$ cat src/hw/axi4_lite_pkg.sv
/* AXI4-Lite bus definitions.
 * Channel widths and the response encoding shared by the bus side of the design.
 */
package axi4_lite_pkg;

    // Byte address and data paths.
    localparam int ADDR_WIDTH = 32;
    localparam int DATA_WIDTH = 32;
    localparam int STRB_WIDTH = DATA_WIDTH / 8; // One strobe bit per byte.
    localparam int PROT_WIDTH = 3;

    // Low address bits that select a byte within a data word.
    localparam int ADDR_LSB = $clog2(STRB_WIDTH);

    // AW, W and AR are the request channels of the slave.
    localparam int REQ_CHANNELS = 3;

    // Response codes carried on BRESP and RRESP.
    typedef enum logic [1:0] {
        RESP_OKAY   = 2'b00,
        RESP_EXOKAY = 2'b01, // Never produced, no exclusive access support.
        RESP_SLVERR = 2'b10,
        RESP_DECERR = 2'b11
    } response_t;

endpackage

$ cat src/hw/reg_bank_pkg.sv
/* Register bank definitions.
 * Bank size, index width, protected region and request opcodes.
 */
package reg_bank_pkg;

    // Sixteen 32-bit registers.
    localparam int REG_COUNT = 16;
    localparam int REG_INDEX_WIDTH = $clog2(REG_COUNT);

    // Registers from this index upward are writable only with privileged prot.
    localparam int REG_PROTECTED_BASE = 8;

    // Request kind handed from the arbiter to the bank.
    typedef enum logic {
        REG_WRITE = 1'b0,
        REG_READ  = 1'b1
    } reg_op_t;

endpackage

$ cat src/hw/axi4_stream_if.sv
/* Stream channel and register request interfaces.
 * Carry the split AXI4-Lite channels and the arbiter-to-bank request.
 */
`timescale 1ns/1ps

interface axi4_stream_if;
    import axi4_lite_pkg::*;

    logic tvalid;
    logic tready;
    logic [DATA_WIDTH-1:0] tdata; // Write or read data.
    logic [STRB_WIDTH-1:0] tstrb; // Byte strobes.
    logic [ADDR_WIDTH-1:0] tdest; // Byte address.
    logic [PROT_WIDTH-1:0] tuser; // Protection or response code.

    modport tx (output tvalid, tdata, tstrb, tdest, tuser, input tready);
    modport rx (input tvalid, tdata, tstrb, tdest, tuser, output tready);
endinterface

interface reg_req_if;
    import axi4_lite_pkg::*;
    import reg_bank_pkg::*;

    logic valid;
    logic ready;
    reg_op_t op;
    logic [ADDR_WIDTH-1:0] addr;
    logic [DATA_WIDTH-1:0] wdata; // Don't care on reads.
    logic [STRB_WIDTH-1:0] strb;
    logic [PROT_WIDTH-1:0] prot;

    modport source (output valid, op, addr, wdata, strb, prot, input ready);
    modport sink (input valid, op, addr, wdata, strb, prot, output ready);
endinterface

$ cat src/hw/axi4_lite_bus_to_stream.sv
/* AXI4-Lite slave front end.
 * Splits the bus into stream channels, with a skid buffer on each request channel.
 */
`timescale 1ns/1ps

module axi4_lite_bus_to_stream (
    input  logic aclk,
    input  logic rst_n,
    input  logic awvalid,
    output logic awready,
    input  logic [axi4_lite_pkg::ADDR_WIDTH-1:0] awaddr,
    input  logic [axi4_lite_pkg::PROT_WIDTH-1:0] awprot,
    input  logic wvalid,
    output logic wready,
    input  logic [axi4_lite_pkg::DATA_WIDTH-1:0] wdata,
    input  logic [axi4_lite_pkg::STRB_WIDTH-1:0] wstrb,
    output logic bvalid,
    input  logic bready,
    output axi4_lite_pkg::response_t bresp,
    input  logic arvalid,
    output logic arready,
    input  logic [axi4_lite_pkg::ADDR_WIDTH-1:0] araddr,
    input  logic [axi4_lite_pkg::PROT_WIDTH-1:0] arprot,
    output logic rvalid,
    input  logic rready,
    output logic [axi4_lite_pkg::DATA_WIDTH-1:0] rdata,
    output axi4_lite_pkg::response_t rresp,
    axi4_stream_if.tx write_address,
    axi4_stream_if.tx write_data,
    axi4_stream_if.tx read_address,
    axi4_stream_if.rx write_response,
    axi4_stream_if.rx read_data
);
    import axi4_lite_pkg::*;

    // One stream beat, wide enough for any request channel.
    typedef struct packed {
        logic [DATA_WIDTH-1:0] data;
        logic [STRB_WIDTH-1:0] strb;
        logic [ADDR_WIDTH-1:0] dest;
        logic [PROT_WIDTH-1:0] user;
    } beat_t;

    // Channel 0 is AW, 1 is W, 2 is AR.
    logic  in_valid [REQ_CHANNELS];
    logic  in_ready [REQ_CHANNELS];
    beat_t in_beat [REQ_CHANNELS];
    logic  out_ready [REQ_CHANNELS];
    logic  main_valid [REQ_CHANNELS]; // Output stage of the skid buffer.
    beat_t main_beat [REQ_CHANNELS];
    logic  skid_valid [REQ_CHANNELS]; // Overflow entry, filled while the output stalls.
    beat_t skid_beat [REQ_CHANNELS];
    logic  push [REQ_CHANNELS];
    logic  pop [REQ_CHANNELS];

    always_comb begin
        in_valid[0] = awvalid;
        in_beat[0]  = '{data: '0, strb: '1, dest: awaddr, user: awprot};
        in_valid[1] = wvalid;
        in_beat[1]  = '{data: wdata, strb: wstrb, dest: '0, user: '0};
        in_valid[2] = arvalid;
        in_beat[2]  = '{data: '0, strb: '1, dest: araddr, user: arprot};
        out_ready[0] = write_address.tready;
        out_ready[1] = write_data.tready;
        out_ready[2] = read_address.tready;
        for (int i = 0; i < REQ_CHANNELS; i++) begin
            in_ready[i] = !skid_valid[i]; // Space while the skid entry is free.
            push[i] = in_valid[i] && in_ready[i];
            pop[i]  = main_valid[i] && out_ready[i];
        end
    end

    assign awready = in_ready[0];
    assign wready  = in_ready[1];
    assign arready = in_ready[2];

    always_ff @(posedge aclk or negedge rst_n) begin
        if (!rst_n) begin
            for (int i = 0; i < REQ_CHANNELS; i++) begin
                main_valid[i] <= 1'b0;
                skid_valid[i] <= 1'b0;
            end
        end else begin
            for (int i = 0; i < REQ_CHANNELS; i++) begin
                if (pop[i] || !main_valid[i])
                    main_valid[i] <= skid_valid[i] || push[i]; // Refill from skid first.
                if (push[i] && main_valid[i] && !pop[i])
                    skid_valid[i] <= 1'b1; // Output stalled, park the beat.
                else if (pop[i])
                    skid_valid[i] <= 1'b0;
            end
        end
    end

    always_ff @(posedge aclk) begin
        for (int i = 0; i < REQ_CHANNELS; i++) begin
            if (pop[i] || !main_valid[i])
                main_beat[i] <= skid_valid[i] ? skid_beat[i] : in_beat[i];
            if (!skid_valid[i])
                skid_beat[i] <= in_beat[i]; // Only kept when skid_valid is set.
        end
    end

    assign write_address.tvalid = main_valid[0];
    assign write_address.tdata  = main_beat[0].data;
    assign write_address.tstrb  = main_beat[0].strb;
    assign write_address.tdest  = main_beat[0].dest;
    assign write_address.tuser  = main_beat[0].user;
    assign write_data.tvalid    = main_valid[1];
    assign write_data.tdata     = main_beat[1].data;
    assign write_data.tstrb     = main_beat[1].strb;
    assign write_data.tdest     = main_beat[1].dest;
    assign write_data.tuser     = main_beat[1].user;
    assign read_address.tvalid  = main_valid[2];
    assign read_address.tdata   = main_beat[2].data;
    assign read_address.tstrb   = main_beat[2].strb;
    assign read_address.tdest   = main_beat[2].dest;
    assign read_address.tuser   = main_beat[2].user;

    // Responses pass straight through; the code sits in the low bits of tuser.
    assign bvalid = write_response.tvalid;
    assign bresp  = response_t'(write_response.tuser[$bits(response_t)-1:0]);
    assign write_response.tready = bready;
    assign rvalid = read_data.tvalid;
    assign rdata  = read_data.tdata;
    assign rresp  = response_t'(read_data.tuser[$bits(response_t)-1:0]);
    assign read_data.tready = rready;

    // A stalled write address must not change before it is taken.
    awaddr_stable: assert property (@(posedge aclk) disable iff (!rst_n)
        awvalid && !awready |=> $stable(awaddr));

endmodule

$ cat src/hw/axi4_lite_reg_top.sv
/* AXI4-Lite register block top level.
 * Front end, request arbiter and register bank behind plain AXI4-Lite ports.
 */
`timescale 1ns/1ps

module axi4_lite_reg_top (
    input  logic aclk,
    input  logic rst_n,
    input  logic awvalid,
    output logic awready,
    input  logic [axi4_lite_pkg::ADDR_WIDTH-1:0] awaddr,
    input  logic [axi4_lite_pkg::PROT_WIDTH-1:0] awprot,
    input  logic wvalid,
    output logic wready,
    input  logic [axi4_lite_pkg::DATA_WIDTH-1:0] wdata,
    input  logic [axi4_lite_pkg::STRB_WIDTH-1:0] wstrb,
    output logic bvalid,
    input  logic bready,
    output axi4_lite_pkg::response_t bresp,
    input  logic arvalid,
    output logic arready,
    input  logic [axi4_lite_pkg::ADDR_WIDTH-1:0] araddr,
    input  logic [axi4_lite_pkg::PROT_WIDTH-1:0] arprot,
    output logic rvalid,
    input  logic rready,
    output logic [axi4_lite_pkg::DATA_WIDTH-1:0] rdata,
    output axi4_lite_pkg::response_t rresp
);

    axi4_stream_if write_address ();
    axi4_stream_if write_data ();
    axi4_stream_if read_address ();
    axi4_stream_if write_response ();
    axi4_stream_if read_data ();
    reg_req_if request ();

    // Bus side: skid-buffered requests out, responses back in.
    axi4_lite_bus_to_stream bus_to_stream_i (
        .aclk(aclk),
        .rst_n(rst_n),
        .awvalid(awvalid),
        .awready(awready),
        .awaddr(awaddr),
        .awprot(awprot),
        .wvalid(wvalid),
        .wready(wready),
        .wdata(wdata),
        .wstrb(wstrb),
        .bvalid(bvalid),
        .bready(bready),
        .bresp(bresp),
        .arvalid(arvalid),
        .arready(arready),
        .araddr(araddr),
        .arprot(arprot),
        .rvalid(rvalid),
        .rready(rready),
        .rdata(rdata),
        .rresp(rresp),
        .write_address(write_address),
        .write_data(write_data),
        .read_address(read_address),
        .write_response(write_response),
        .read_data(read_data)
    );

    reg_request_arbiter arbiter_i (
        .aclk(aclk),
        .rst_n(rst_n),
        .write_address(write_address),
        .write_data(write_data),
        .read_address(read_address),
        .request(request)
    );

    reg_bank bank_i (
        .aclk(aclk),
        .rst_n(rst_n),
        .request(request),
        .write_response(write_response),
        .read_data(read_data)
    );

endmodule

$ cat src/hw/reg_bank.sv
/* Register bank.
 * Sixteen 32-bit registers with byte strobes, a protected upper half and address decode.
 */
`timescale 1ns/1ps

module reg_bank (
    input  logic aclk,
    input  logic rst_n,
    reg_req_if.sink request,
    axi4_stream_if.tx write_response,
    axi4_stream_if.tx read_data
);
    import axi4_lite_pkg::*;
    import reg_bank_pkg::*;

    logic [DATA_WIDTH-1:0] regs [REG_COUNT];
    logic [REG_INDEX_WIDTH-1:0] index;
    logic in_range;
    logic refused;
    logic accept;
    logic write_ok;
    response_t resp;
    logic bvalid_q;
    logic rvalid_q;
    response_t bresp_q;
    response_t rresp_q;
    logic [DATA_WIDTH-1:0] rdata_q;

    assign index    = request.addr[ADDR_LSB +: REG_INDEX_WIDTH]; // Word index.
    assign in_range = (request.addr >> ADDR_LSB) < REG_COUNT;
    // Upper half needs the privileged bit for writes; reads are always allowed.
    assign refused  = request.op == REG_WRITE && index >= REG_PROTECTED_BASE
                      && !request.prot[0];

    always_comb begin
        if (!in_range)
            resp = RESP_DECERR;
        else if (refused)
            resp = RESP_SLVERR;
        else
            resp = RESP_OKAY;
    end

    // Take a request only when its response slot is free or draining.
    assign request.ready = (request.op == REG_WRITE) ? (!bvalid_q || write_response.tready)
                                                     : (!rvalid_q || read_data.tready);
    assign accept   = request.valid && request.ready;
    assign write_ok = accept && request.op == REG_WRITE && resp == RESP_OKAY;

    always_ff @(posedge aclk or negedge rst_n) begin
        if (!rst_n) begin
            for (int i = 0; i < REG_COUNT; i++)
                regs[i] <= '0;
        end else if (write_ok) begin
            for (int b = 0; b < STRB_WIDTH; b++) begin
                if (request.strb[b])
                    regs[index][8*b +: 8] <= request.wdata[8*b +: 8]; // Byte lane b.
            end
        end
    end

    always_ff @(posedge aclk or negedge rst_n) begin
        if (!rst_n) begin
            bvalid_q <= 1'b0;
            rvalid_q <= 1'b0;
        end else begin
            if (accept && request.op == REG_WRITE)
                bvalid_q <= 1'b1;
            else if (write_response.tready)
                bvalid_q <= 1'b0;
            if (accept && request.op == REG_READ)
                rvalid_q <= 1'b1;
            else if (read_data.tready)
                rvalid_q <= 1'b0;
        end
    end

    always_ff @(posedge aclk) begin
        if (accept && request.op == REG_WRITE)
            bresp_q <= resp;
        if (accept && request.op == REG_READ) begin
            rresp_q <= resp;
            rdata_q <= in_range ? regs[index] : '0; // Zero outside the bank.
        end
    end

    assign write_response.tvalid = bvalid_q;
    assign write_response.tuser  = PROT_WIDTH'(bresp_q);
    assign write_response.tdata  = '0;
    assign write_response.tstrb  = '0;
    assign write_response.tdest  = '0;
    assign read_data.tvalid = rvalid_q;
    assign read_data.tdata  = rdata_q;
    assign read_data.tuser  = PROT_WIDTH'(rresp_q);
    assign read_data.tstrb  = '1;
    assign read_data.tdest  = '0;

    // A read never produces a write response.
    no_b_from_read: assert property (@(posedge aclk) disable iff (!rst_n)
        accept && request.op == REG_READ |=> !$rose(write_response.tvalid));

endmodule

$ cat src/hw/reg_request_arbiter.sv
/* Register request arbiter.
 * Joins write address with write data and alternates writes and reads into one request.
 */
`timescale 1ns/1ps

module reg_request_arbiter (
    input  logic aclk,
    input  logic rst_n,
    axi4_stream_if.rx write_address,
    axi4_stream_if.rx write_data,
    axi4_stream_if.rx read_address,
    reg_req_if.source request
);
    import axi4_lite_pkg::*;
    import reg_bank_pkg::*;

    // Kind that wins the next conflict.
    typedef enum logic {
        GRANT_WRITE,
        GRANT_READ
    } grant_t;

    grant_t priority_q;
    logic write_pending;
    logic read_pending;
    logic load;
    logic write_wins;
    logic grant_write;
    logic grant_read;
    logic valid_q;
    reg_op_t op_q;
    logic [ADDR_WIDTH-1:0] addr_q;
    logic [DATA_WIDTH-1:0] wdata_q;
    logic [STRB_WIDTH-1:0] strb_q;
    logic [PROT_WIDTH-1:0] prot_q;

    assign write_pending = write_address.tvalid && write_data.tvalid; // Both halves needed.
    assign read_pending  = read_address.tvalid;
    assign load = !valid_q || request.ready; // Output register free or emptying.

    assign write_wins  = write_pending && (!read_pending || priority_q == GRANT_WRITE);
    assign grant_write = load && write_wins;
    assign grant_read  = load && read_pending && !write_wins;

    // Address and data of a write are taken in the same cycle.
    assign write_address.tready = grant_write;
    assign write_data.tready    = grant_write;
    assign read_address.tready  = grant_read;

    always_ff @(posedge aclk or negedge rst_n) begin
        if (!rst_n) begin
            valid_q    <= 1'b0;
            priority_q <= GRANT_WRITE;
        end else begin
            if (load)
                valid_q <= grant_write || grant_read;
            if (grant_write)
                priority_q <= GRANT_READ; // Loser goes first next time.
            else if (grant_read)
                priority_q <= GRANT_WRITE;
        end
    end

    always_ff @(posedge aclk) begin
        if (grant_write) begin
            op_q    <= REG_WRITE;
            addr_q  <= write_address.tdest;
            prot_q  <= write_address.tuser;
            wdata_q <= write_data.tdata;
            strb_q  <= write_data.tstrb;
        end else if (grant_read) begin
            op_q    <= REG_READ;
            addr_q  <= read_address.tdest;
            prot_q  <= read_address.tuser;
            wdata_q <= '0;
            strb_q  <= '0; // Reads touch no byte.
        end
    end

    assign request.valid = valid_q;
    assign request.op    = op_q;
    assign request.addr  = addr_q;
    assign request.wdata = wdata_q;
    assign request.strb  = strb_q;
    assign request.prot  = prot_q;

    // An offered request is held until the bank takes it.
    request_held: assert property (@(posedge aclk) disable iff (!rst_n)
        request.valid && !request.ready |=> request.valid);

endmodule

$ cat config.mk
export PLATFORM = sky130hd
export DESIGN_NAME = axi4_lite_reg_top
export DESIGN_NICKNAME = d
export VERILOG_FILES = /design/src/hw/axi4_lite_pkg.sv /design/src/hw/reg_bank_pkg.sv /design/src/hw/axi4_stream_if.sv /design/src/hw/axi4_lite_bus_to_stream.sv /design/src/hw/axi4_lite_reg_top.sv /design/src/hw/reg_bank.sv /design/src/hw/reg_request_arbiter.sv
export SDC_FILE = /design/constraint.sdc
export NUM_CORES = 1
export LEC_CHECK = 0
export CORE_MARGIN = 1
export CORE_UTILIZATION = 37
export CTS_CLUSTER_SIZE = 30
export DETAILED_ROUTE_END_ITERATION = 8
export DONT_BUFFER_PORTS = 1
export GPL_TIMING_DRIVEN = 1
export HOLD_SLACK_MARGIN = 0.12
export PLACE_DENSITY_LB_ADDON = 0.15
export RECOVER_POWER = 100
export SETUP_SLACK_MARGIN = 0.5
export SLEW_MARGIN = 20
export SYNTH_ARGS = -nofsm -noshare
export SYNTH_HDL_FRONTEND = slang
export SYNTH_SLANG_ARGS = --single-unit
export TNS_END_PERCENT = 100
$ cat constraint.sdc
create_clock -name aclk -period 11.29 [get_ports aclk]
set_input_delay 2.258 -clock aclk [delete_from_list [all_inputs] [get_ports aclk]]
set_output_delay 2.258 -clock aclk [all_outputs]
set_load 0.05 [all_outputs]
---- After elaboration in Yosys (flattened, before gate mapping) ----
Memory sizes are Yosys's and may differ from the RTL's.
Cells that the tools add are included.
word-level totals
  output and inout port bits .............. 41
  register bits after elaboration ......... 628
  bits of input ports ..................... 113
  memory bits (writable) .................. 426
  memories kept ........................... 2
memories
  name                       words  width  read ports  clocked after Yosys merged registers in  wr ports  RTL line                       source
  bus_to_stream_i.main_beat  3      71     3           0                                        3         axi4_lite_bus_to_stream.sv:50  beat_t main_beat [REQ_CHANNELS];
  bus_to_stream_i.skid_beat  3      71     3           0                                        3         axi4_lite_bus_to_stream.sv:52  beat_t skid_beat [REQ_CHANNELS];
cells by class
  bitwise logic cells ..................... 3
  order comparisons ....................... 4
  reductions and logical operators ........ 56
  multiplexer cells ....................... 57
operator list
  operator                                                      number
  two-way mux 512 bit                                           7
  bitwise mux 512 bit                                           4
  demux 32 bit (select 4 bit)                                   4
  two-way mux 32 bit                                            7
  two-way mux 71 bit                                            3
  binary-select mux 32 bit (select 4 bit)                       1
  less-than comparator 30 x 5 -> 1 bit (second input constant)  1
  logical AND 1 bit                                             24
  two-way mux 1 bit                                             24
  two-way mux 24 bit                                            1
  two-way mux 16 bit                                            1
  zero test 1 bit                                               14
  nonzero test 2 bit                                            6
  logical OR 1 bit                                              11
  two-way mux 4 bit                                             2
  two-way mux 8 bit                                             1
  greater-or-equal comparator 5 bit (second input constant)     1
  less-than comparator 5 x 1 -> 1 bit (second input constant)   1
  inverter 4 -> 5 bit                                           1
  greater-or-equal comparator 4 bit (second input constant)     1
  two-way mux 2 bit                                             2
  zero test 2 bit                                               1
  inverter 1 bit                                                2

---- Logic depth before layout (Yosys ltp) ----
  word-level depth ........................ 16
  mapped depth ............................ 8
  mapped depth without buffers ............ 4

---- Modules after synthesis ----
Synthesis repeated with hierarchy kept, for this count alone.
unflattened totals
  cell total of the unflattened synthesis .. 2282
  area, all modules ....................... 37234.5 um2
modules (own cells, without submodules)
  module                   seq. area each (um2)  instances  area each (um2)  cells an instance
  reg_bank                 13943.4               1          26035.0          1612
  axi4_lite_bus_to_stream  5455.2                1          8111.5           503
  reg_request_arbiter      2202.1                1          3088.0           167

---- Worst setup path before layout ----
Ideal clock, no wire load.
  kind .................................... input-to-reg
  from .................................... input port rready
  to ...................................... register arbiter_i.addr_q[10], in the netlist arbiter_i.request.addr[10] (enable)
  library setup time ...................... 0.595 ns
  arrival ................................. 7.668 ns
  stages on the path ...................... 3
  slack ................................... 3.027 ns
  cell sequence ........................... and3b_1 -> o21ai_1 -> a21boi_0
between the ends
  cells in the longest elaborated chain, start to end .. 6
  elaborated cells on any way between the ends .. 7
  those cells by class .................... mux: 1; reduce/logical: 6
ends and longest elaborated chain
  item                                     RTL line                   source
  from (decl)                              axi4_lite_reg_top.sv:25    input logic rready,
  logical OR 1 bit (*)                     reg_bank.sv:46             : (!rvalid_q || read_data.tready);
  two-way mux 1 bit (*)                    reg_bank.sv:45             assign request.ready = (request.op == REG_WRITE) ? (!bvalid_q || write_response.tready)
  logical OR 1 bit (*)                     reg_request_arbiter.sv:39  assign load = !valid_q || request.ready;
  logical AND 1 bit (2 in a row)           reg_request_arbiter.sv:43  assign grant_read = load && read_pending && !write_wins;
  nonzero test 2 bit (no source line) (*)  -
  to (signal assigned)                     reg_request_arbiter.sv:67  addr_q <= write_address.tdest;
  to (signal assigned)                     reg_request_arbiter.sv:73  addr_q <= read_address.tdest;
  to (decl)                                reg_request_arbiter.sv:32  logic [ADDR_WIDTH-1:0] addr_q;
Every way passes the cells marked *; elsewhere a longest branch is shown, timed or not.
A chain may end at the register's enable or synchronous reset.

---- Worst setup path in the final report ----
  from .................................... input port rready
  to ...................................... register arbiter_i.wdata_q[6], in the netlist arbiter_i.request.wdata[6] (enable)
between the ends
  cells in the longest elaborated chain, start to end .. 6
  elaborated cells on any way between the ends .. 7
  those cells by class .................... mux: 1; reduce/logical: 6
ends and longest elaborated chain
  item                                     RTL line                   source
  logical OR 1 bit (*)                     reg_bank.sv:46
  two-way mux 1 bit (*)                    reg_bank.sv:45
  logical OR 1 bit (*)                     reg_request_arbiter.sv:39
  logical AND 1 bit (2 in a row)           reg_request_arbiter.sv:43
  nonzero test 2 bit (no source line) (*)  -
  to (signal assigned)                     reg_request_arbiter.sv:69  wdata_q <= write_data.tdata;
  to (decl)                                reg_request_arbiter.sv:33  logic [DATA_WIDTH-1:0] wdata_q;
Marks and branches as above.

==> results.sh <==
export IMPL_outcome="finished with violations"
export IMPL_violations="capacitance limit, slew limit"
export IMPL_worst_path_max_fanout=40
export IMPL_grt_pass1_vias=19150
export IMPL_finalSetupViolCount=0
export IMPL_num_vias=17550
export IMPL_postCtsHoldBufs=0
export IMPL_rsz0062_at_grt="false"
export IMPL_fillCellCount=8409
export IMPL_layout_common_cells="mux2_2, dfrtp_1, edfxtp_1"
export IMPL_drtPass1Iterations=5
export IMPL_synth_fa_ha_area_share_pct=0
export IMPL_row_count=111
export IMPL_yosysSeqAreaShare_pct=61.21
export IMPL_finClkSkew_ps=22.51
export IMPL_fin_crit_sh_pct=61.97
export IMPL_cts_tree="yes"
export IMPL_grt_max_degree=523
export IMPL_grt_pass1_wl_um=124300
export IMPL_final_common_cell="mux2_2"
export IMPL_muxShareOfSynthArea_pct=29.33
export IMPL_ant_nets=0
export IMPL_fmax_mhz=142.9
export IMPL_viasPerCell=5.298
export IMPL_globalRouteTotalUtil_pct=17.68
export IMPL_fin_setup_tns_ps=0
export IMPL_synth_xor_area_share_pct=0
export IMPL_die_h_um=307.1
export IMPL_drc=0
export IMPL_cp_required_ps=11560
export IMPL_clock_sinks=822
export IMPL_relSlewSlack_pct=-182.9
export IMPL_syn_area_mm2=0.03444
export IMPL_synth_cell_types=38
export IMPL_htreeDepth=3
export IMPL_hp_class="reg2reg"
export IMPL_cts_root_buffer="clkbuf_16"
export IMPL_cts_reportedPaths_clkPinSlew_ps=60
export IMPL_cts_buffer_depth=3
export IMPL_ys_seq_elements=822
export IMPL_setup_worst_path_start_class="input port"
export IMPL_critPathArrivalTime_ps=7260
export IMPL_syn_inst=1993
export IMPL_p_per_area_mw_per_mm2=244.9
export IMPL_hpwl_um=47710
export IMPL_crit_type="in2reg"
export IMPL_yosysWarnings=0
export IMPL_cts_resized=0
export IMPL_avgRoutedWirePerCell_um=24.57
export IMPL_gp_congestion=0.7230
export IMPL_max_vdd_ir_drop_uv=195.1
export IMPL_timing_final_hold_violations=0
export IMPL_die_area_mm2=0.09430
export IMPL_io_buffers=0
export IMPL_die_w_um=307.1
export IMPL_place_ws_ps=6231
export IMPL_drive_gt1_share_pct=41.24
export IMPL_syn_nets=2106
export IMPL_seqCellArea_mm2=0.02108
export IMPL_wl_um=81370
export IMPL_multi_input_area_mm2=0.01186
export IMPL_areaGrowthSynthToFinish_pct=9.686
export IMPL_synth_compound_area_share_pct=2.165
export IMPL_fin_crit_ps=6997
export IMPL_worst_pin_slew_ps=4206
export IMPL_setup_slack_ps=4293
export IMPL_p_leak_nw=16.09
export IMPL_synthSimpleGateAreaFrac_pct=5.682
export IMPL_synth_top_family_by_area="multiplexers"
export IMPL_worstSkewPairLatency_ps=660
export IMPL_nets=2105
export IMPL_antenna_found_initial=11
export IMPL_critPathCaptureType="flop"
export IMPL_ios=154
export IMPL_cts_buffers=91
export IMPL_grt_overflow_total=0
export IMPL_slew_violations=887
export IMPL_max_cap_violations=72
export IMPL_coreArea_mm2=0.09194
export IMPL_postCtsSetupBuffers=0
export IMPL_synth_area_per_cell_um2=17.28
export IMPL_reg2reg_slack_ps=5150
export IMPL_drtIter0Drc=994
export IMPL_start_util_pct=37.46
-- registers in the layout, indices dropped and copies added (netlist names), 2 cells and up --
| name | count |
|---|---|
| bank_i.regs | 512 |
| bus_to_stream_i.main_beat | 98 |
| bus_to_stream_i.skid_beat | 98 |
| arbiter_i.request.wdata | 32 |
| bank_i.read_data.tdata | 32 |
| arbiter_i.request.addr | 30 |
| arbiter_i.request.strb | 4 |
| bus_to_stream_i.skid_valid | 3 |
| bank_i.bresp_q | 2 |
| bank_i.rresp_q | 2 |
-- cells by family after synthesis --
logic type	count (synthesis)
DFF	822
muxes	769
AOI/OAI and AO/OA	111
buffers and inverters	128
and+or+nand+nor	163
-- synth_stat cells, drive strengths merged --
cell type	instances	share of area, %
a2bb2oi	1	0.025
inv	9	0.098
a211o	3	0.076
nand4	10	0.18
nand2	14	0.15
a22oi	64	1.4
nand3	6	0.17
nor2	8	0.087
clkbuf	80	0.87
a31oi	2	0.036
a21oi	35	0.51
nand3b	4	0.087
and3b	2	0.051
a21o	1	0.022
dfxtp	99	5.8
edfxtp	201	18
mux2	641	21
nor3b	1	0.022
buf	39	0.64
nor4	70	4.1
nor2b	7	0.13
a21boi	1	0.022
o21ai	2	0.029
and2	38	0.69
dfrtp	522	38
mux4	128	8.4
nand2b	2	0.036
o21a	1	0.022
or2	1	0.018
o211a	1	0.029
-- cell type report --
| class | instances | share of cell area [%] |
|---|---|---|
| inverters | 9 | 0.08943 |
| flip-flops and latches | 822 | 55.81 |
| clock buffers | 121 | 6.760 |
| diodes | 3 | 0.01987 |
| repair buffers | 25 | 0.4306 |
| multi-input cells | 1043 | 31.40 |
| clock inverters | 46 | 1.378 |
| well taps | 1243 | 4.117 |
-- per-layer routing --
metal | wire (um) | part of all wire, % | global-route usage, %
met1 | 35790 | 44 | 23.55
met2 | 38840 | 48 | 28.61
met3 | 4712 | 5.8 | 4.521
met4 | 1903 | 2.3 | 4.813
met5 | 126 | 0.15 | 0
-- critical path: stages --
cell	delay, ps
and3b_1	140
o21ai_0	610
a21boi_0	3170
buf_4	1000
-- stage by stage --
step / total power (W) / hold WS [ps] / std cells / cell area, um2 / utilization (%)
6_report: 0.009250 / 470.6 / 3312 / 37780 / 41.09
5_1_grt: 0.009692 / 484.3 / 3310 / 37770 / 41.08
4_1_cts: 0.009482 / 473.1 / 3308 / 38800 / 42.20
2_1_floorplan: 0.005639 / 446.1 / 1993 / 34440 / -
3_5_place_dp: 0.006397 / 456.2 / 3141 / 35730 / 38.86
3_3_place_gp: 0.006337 / 451.8 / 3141 / 35730 / 38.86
-- where the power goes --
group	internal (W)	switching, W	total [W]	leakage, nW
combinational	0.000610	0.00117	0.00179	4.51
clock	0.00182	0.00122	0.00304	1.49
sequential	0.00388	0.000541	0.00443	10.1
-- path summary, 6_finish.rpt --
check,start,end,cells after the start
setup / recovery,rready,arbiter_i.request.wdata[6],4
hold / removal,bus_to_stream_i.skid_beat[0][111],bus_to_stream_i.skid_beat[0][111],1
setup reg to reg,bank_i.read_data.tvalid,arbiter_i.request.wdata[6],4
hold reg to reg,bus_to_stream_i.skid_beat[0][111],bus_to_stream_i.skid_beat[0][111],1
max in group asynchronous,rst_n,bank_i.regs[503],0
min in group asynchronous,rst_n,bank_i.regs[98],0
Power figures use the tool's default switching activity.
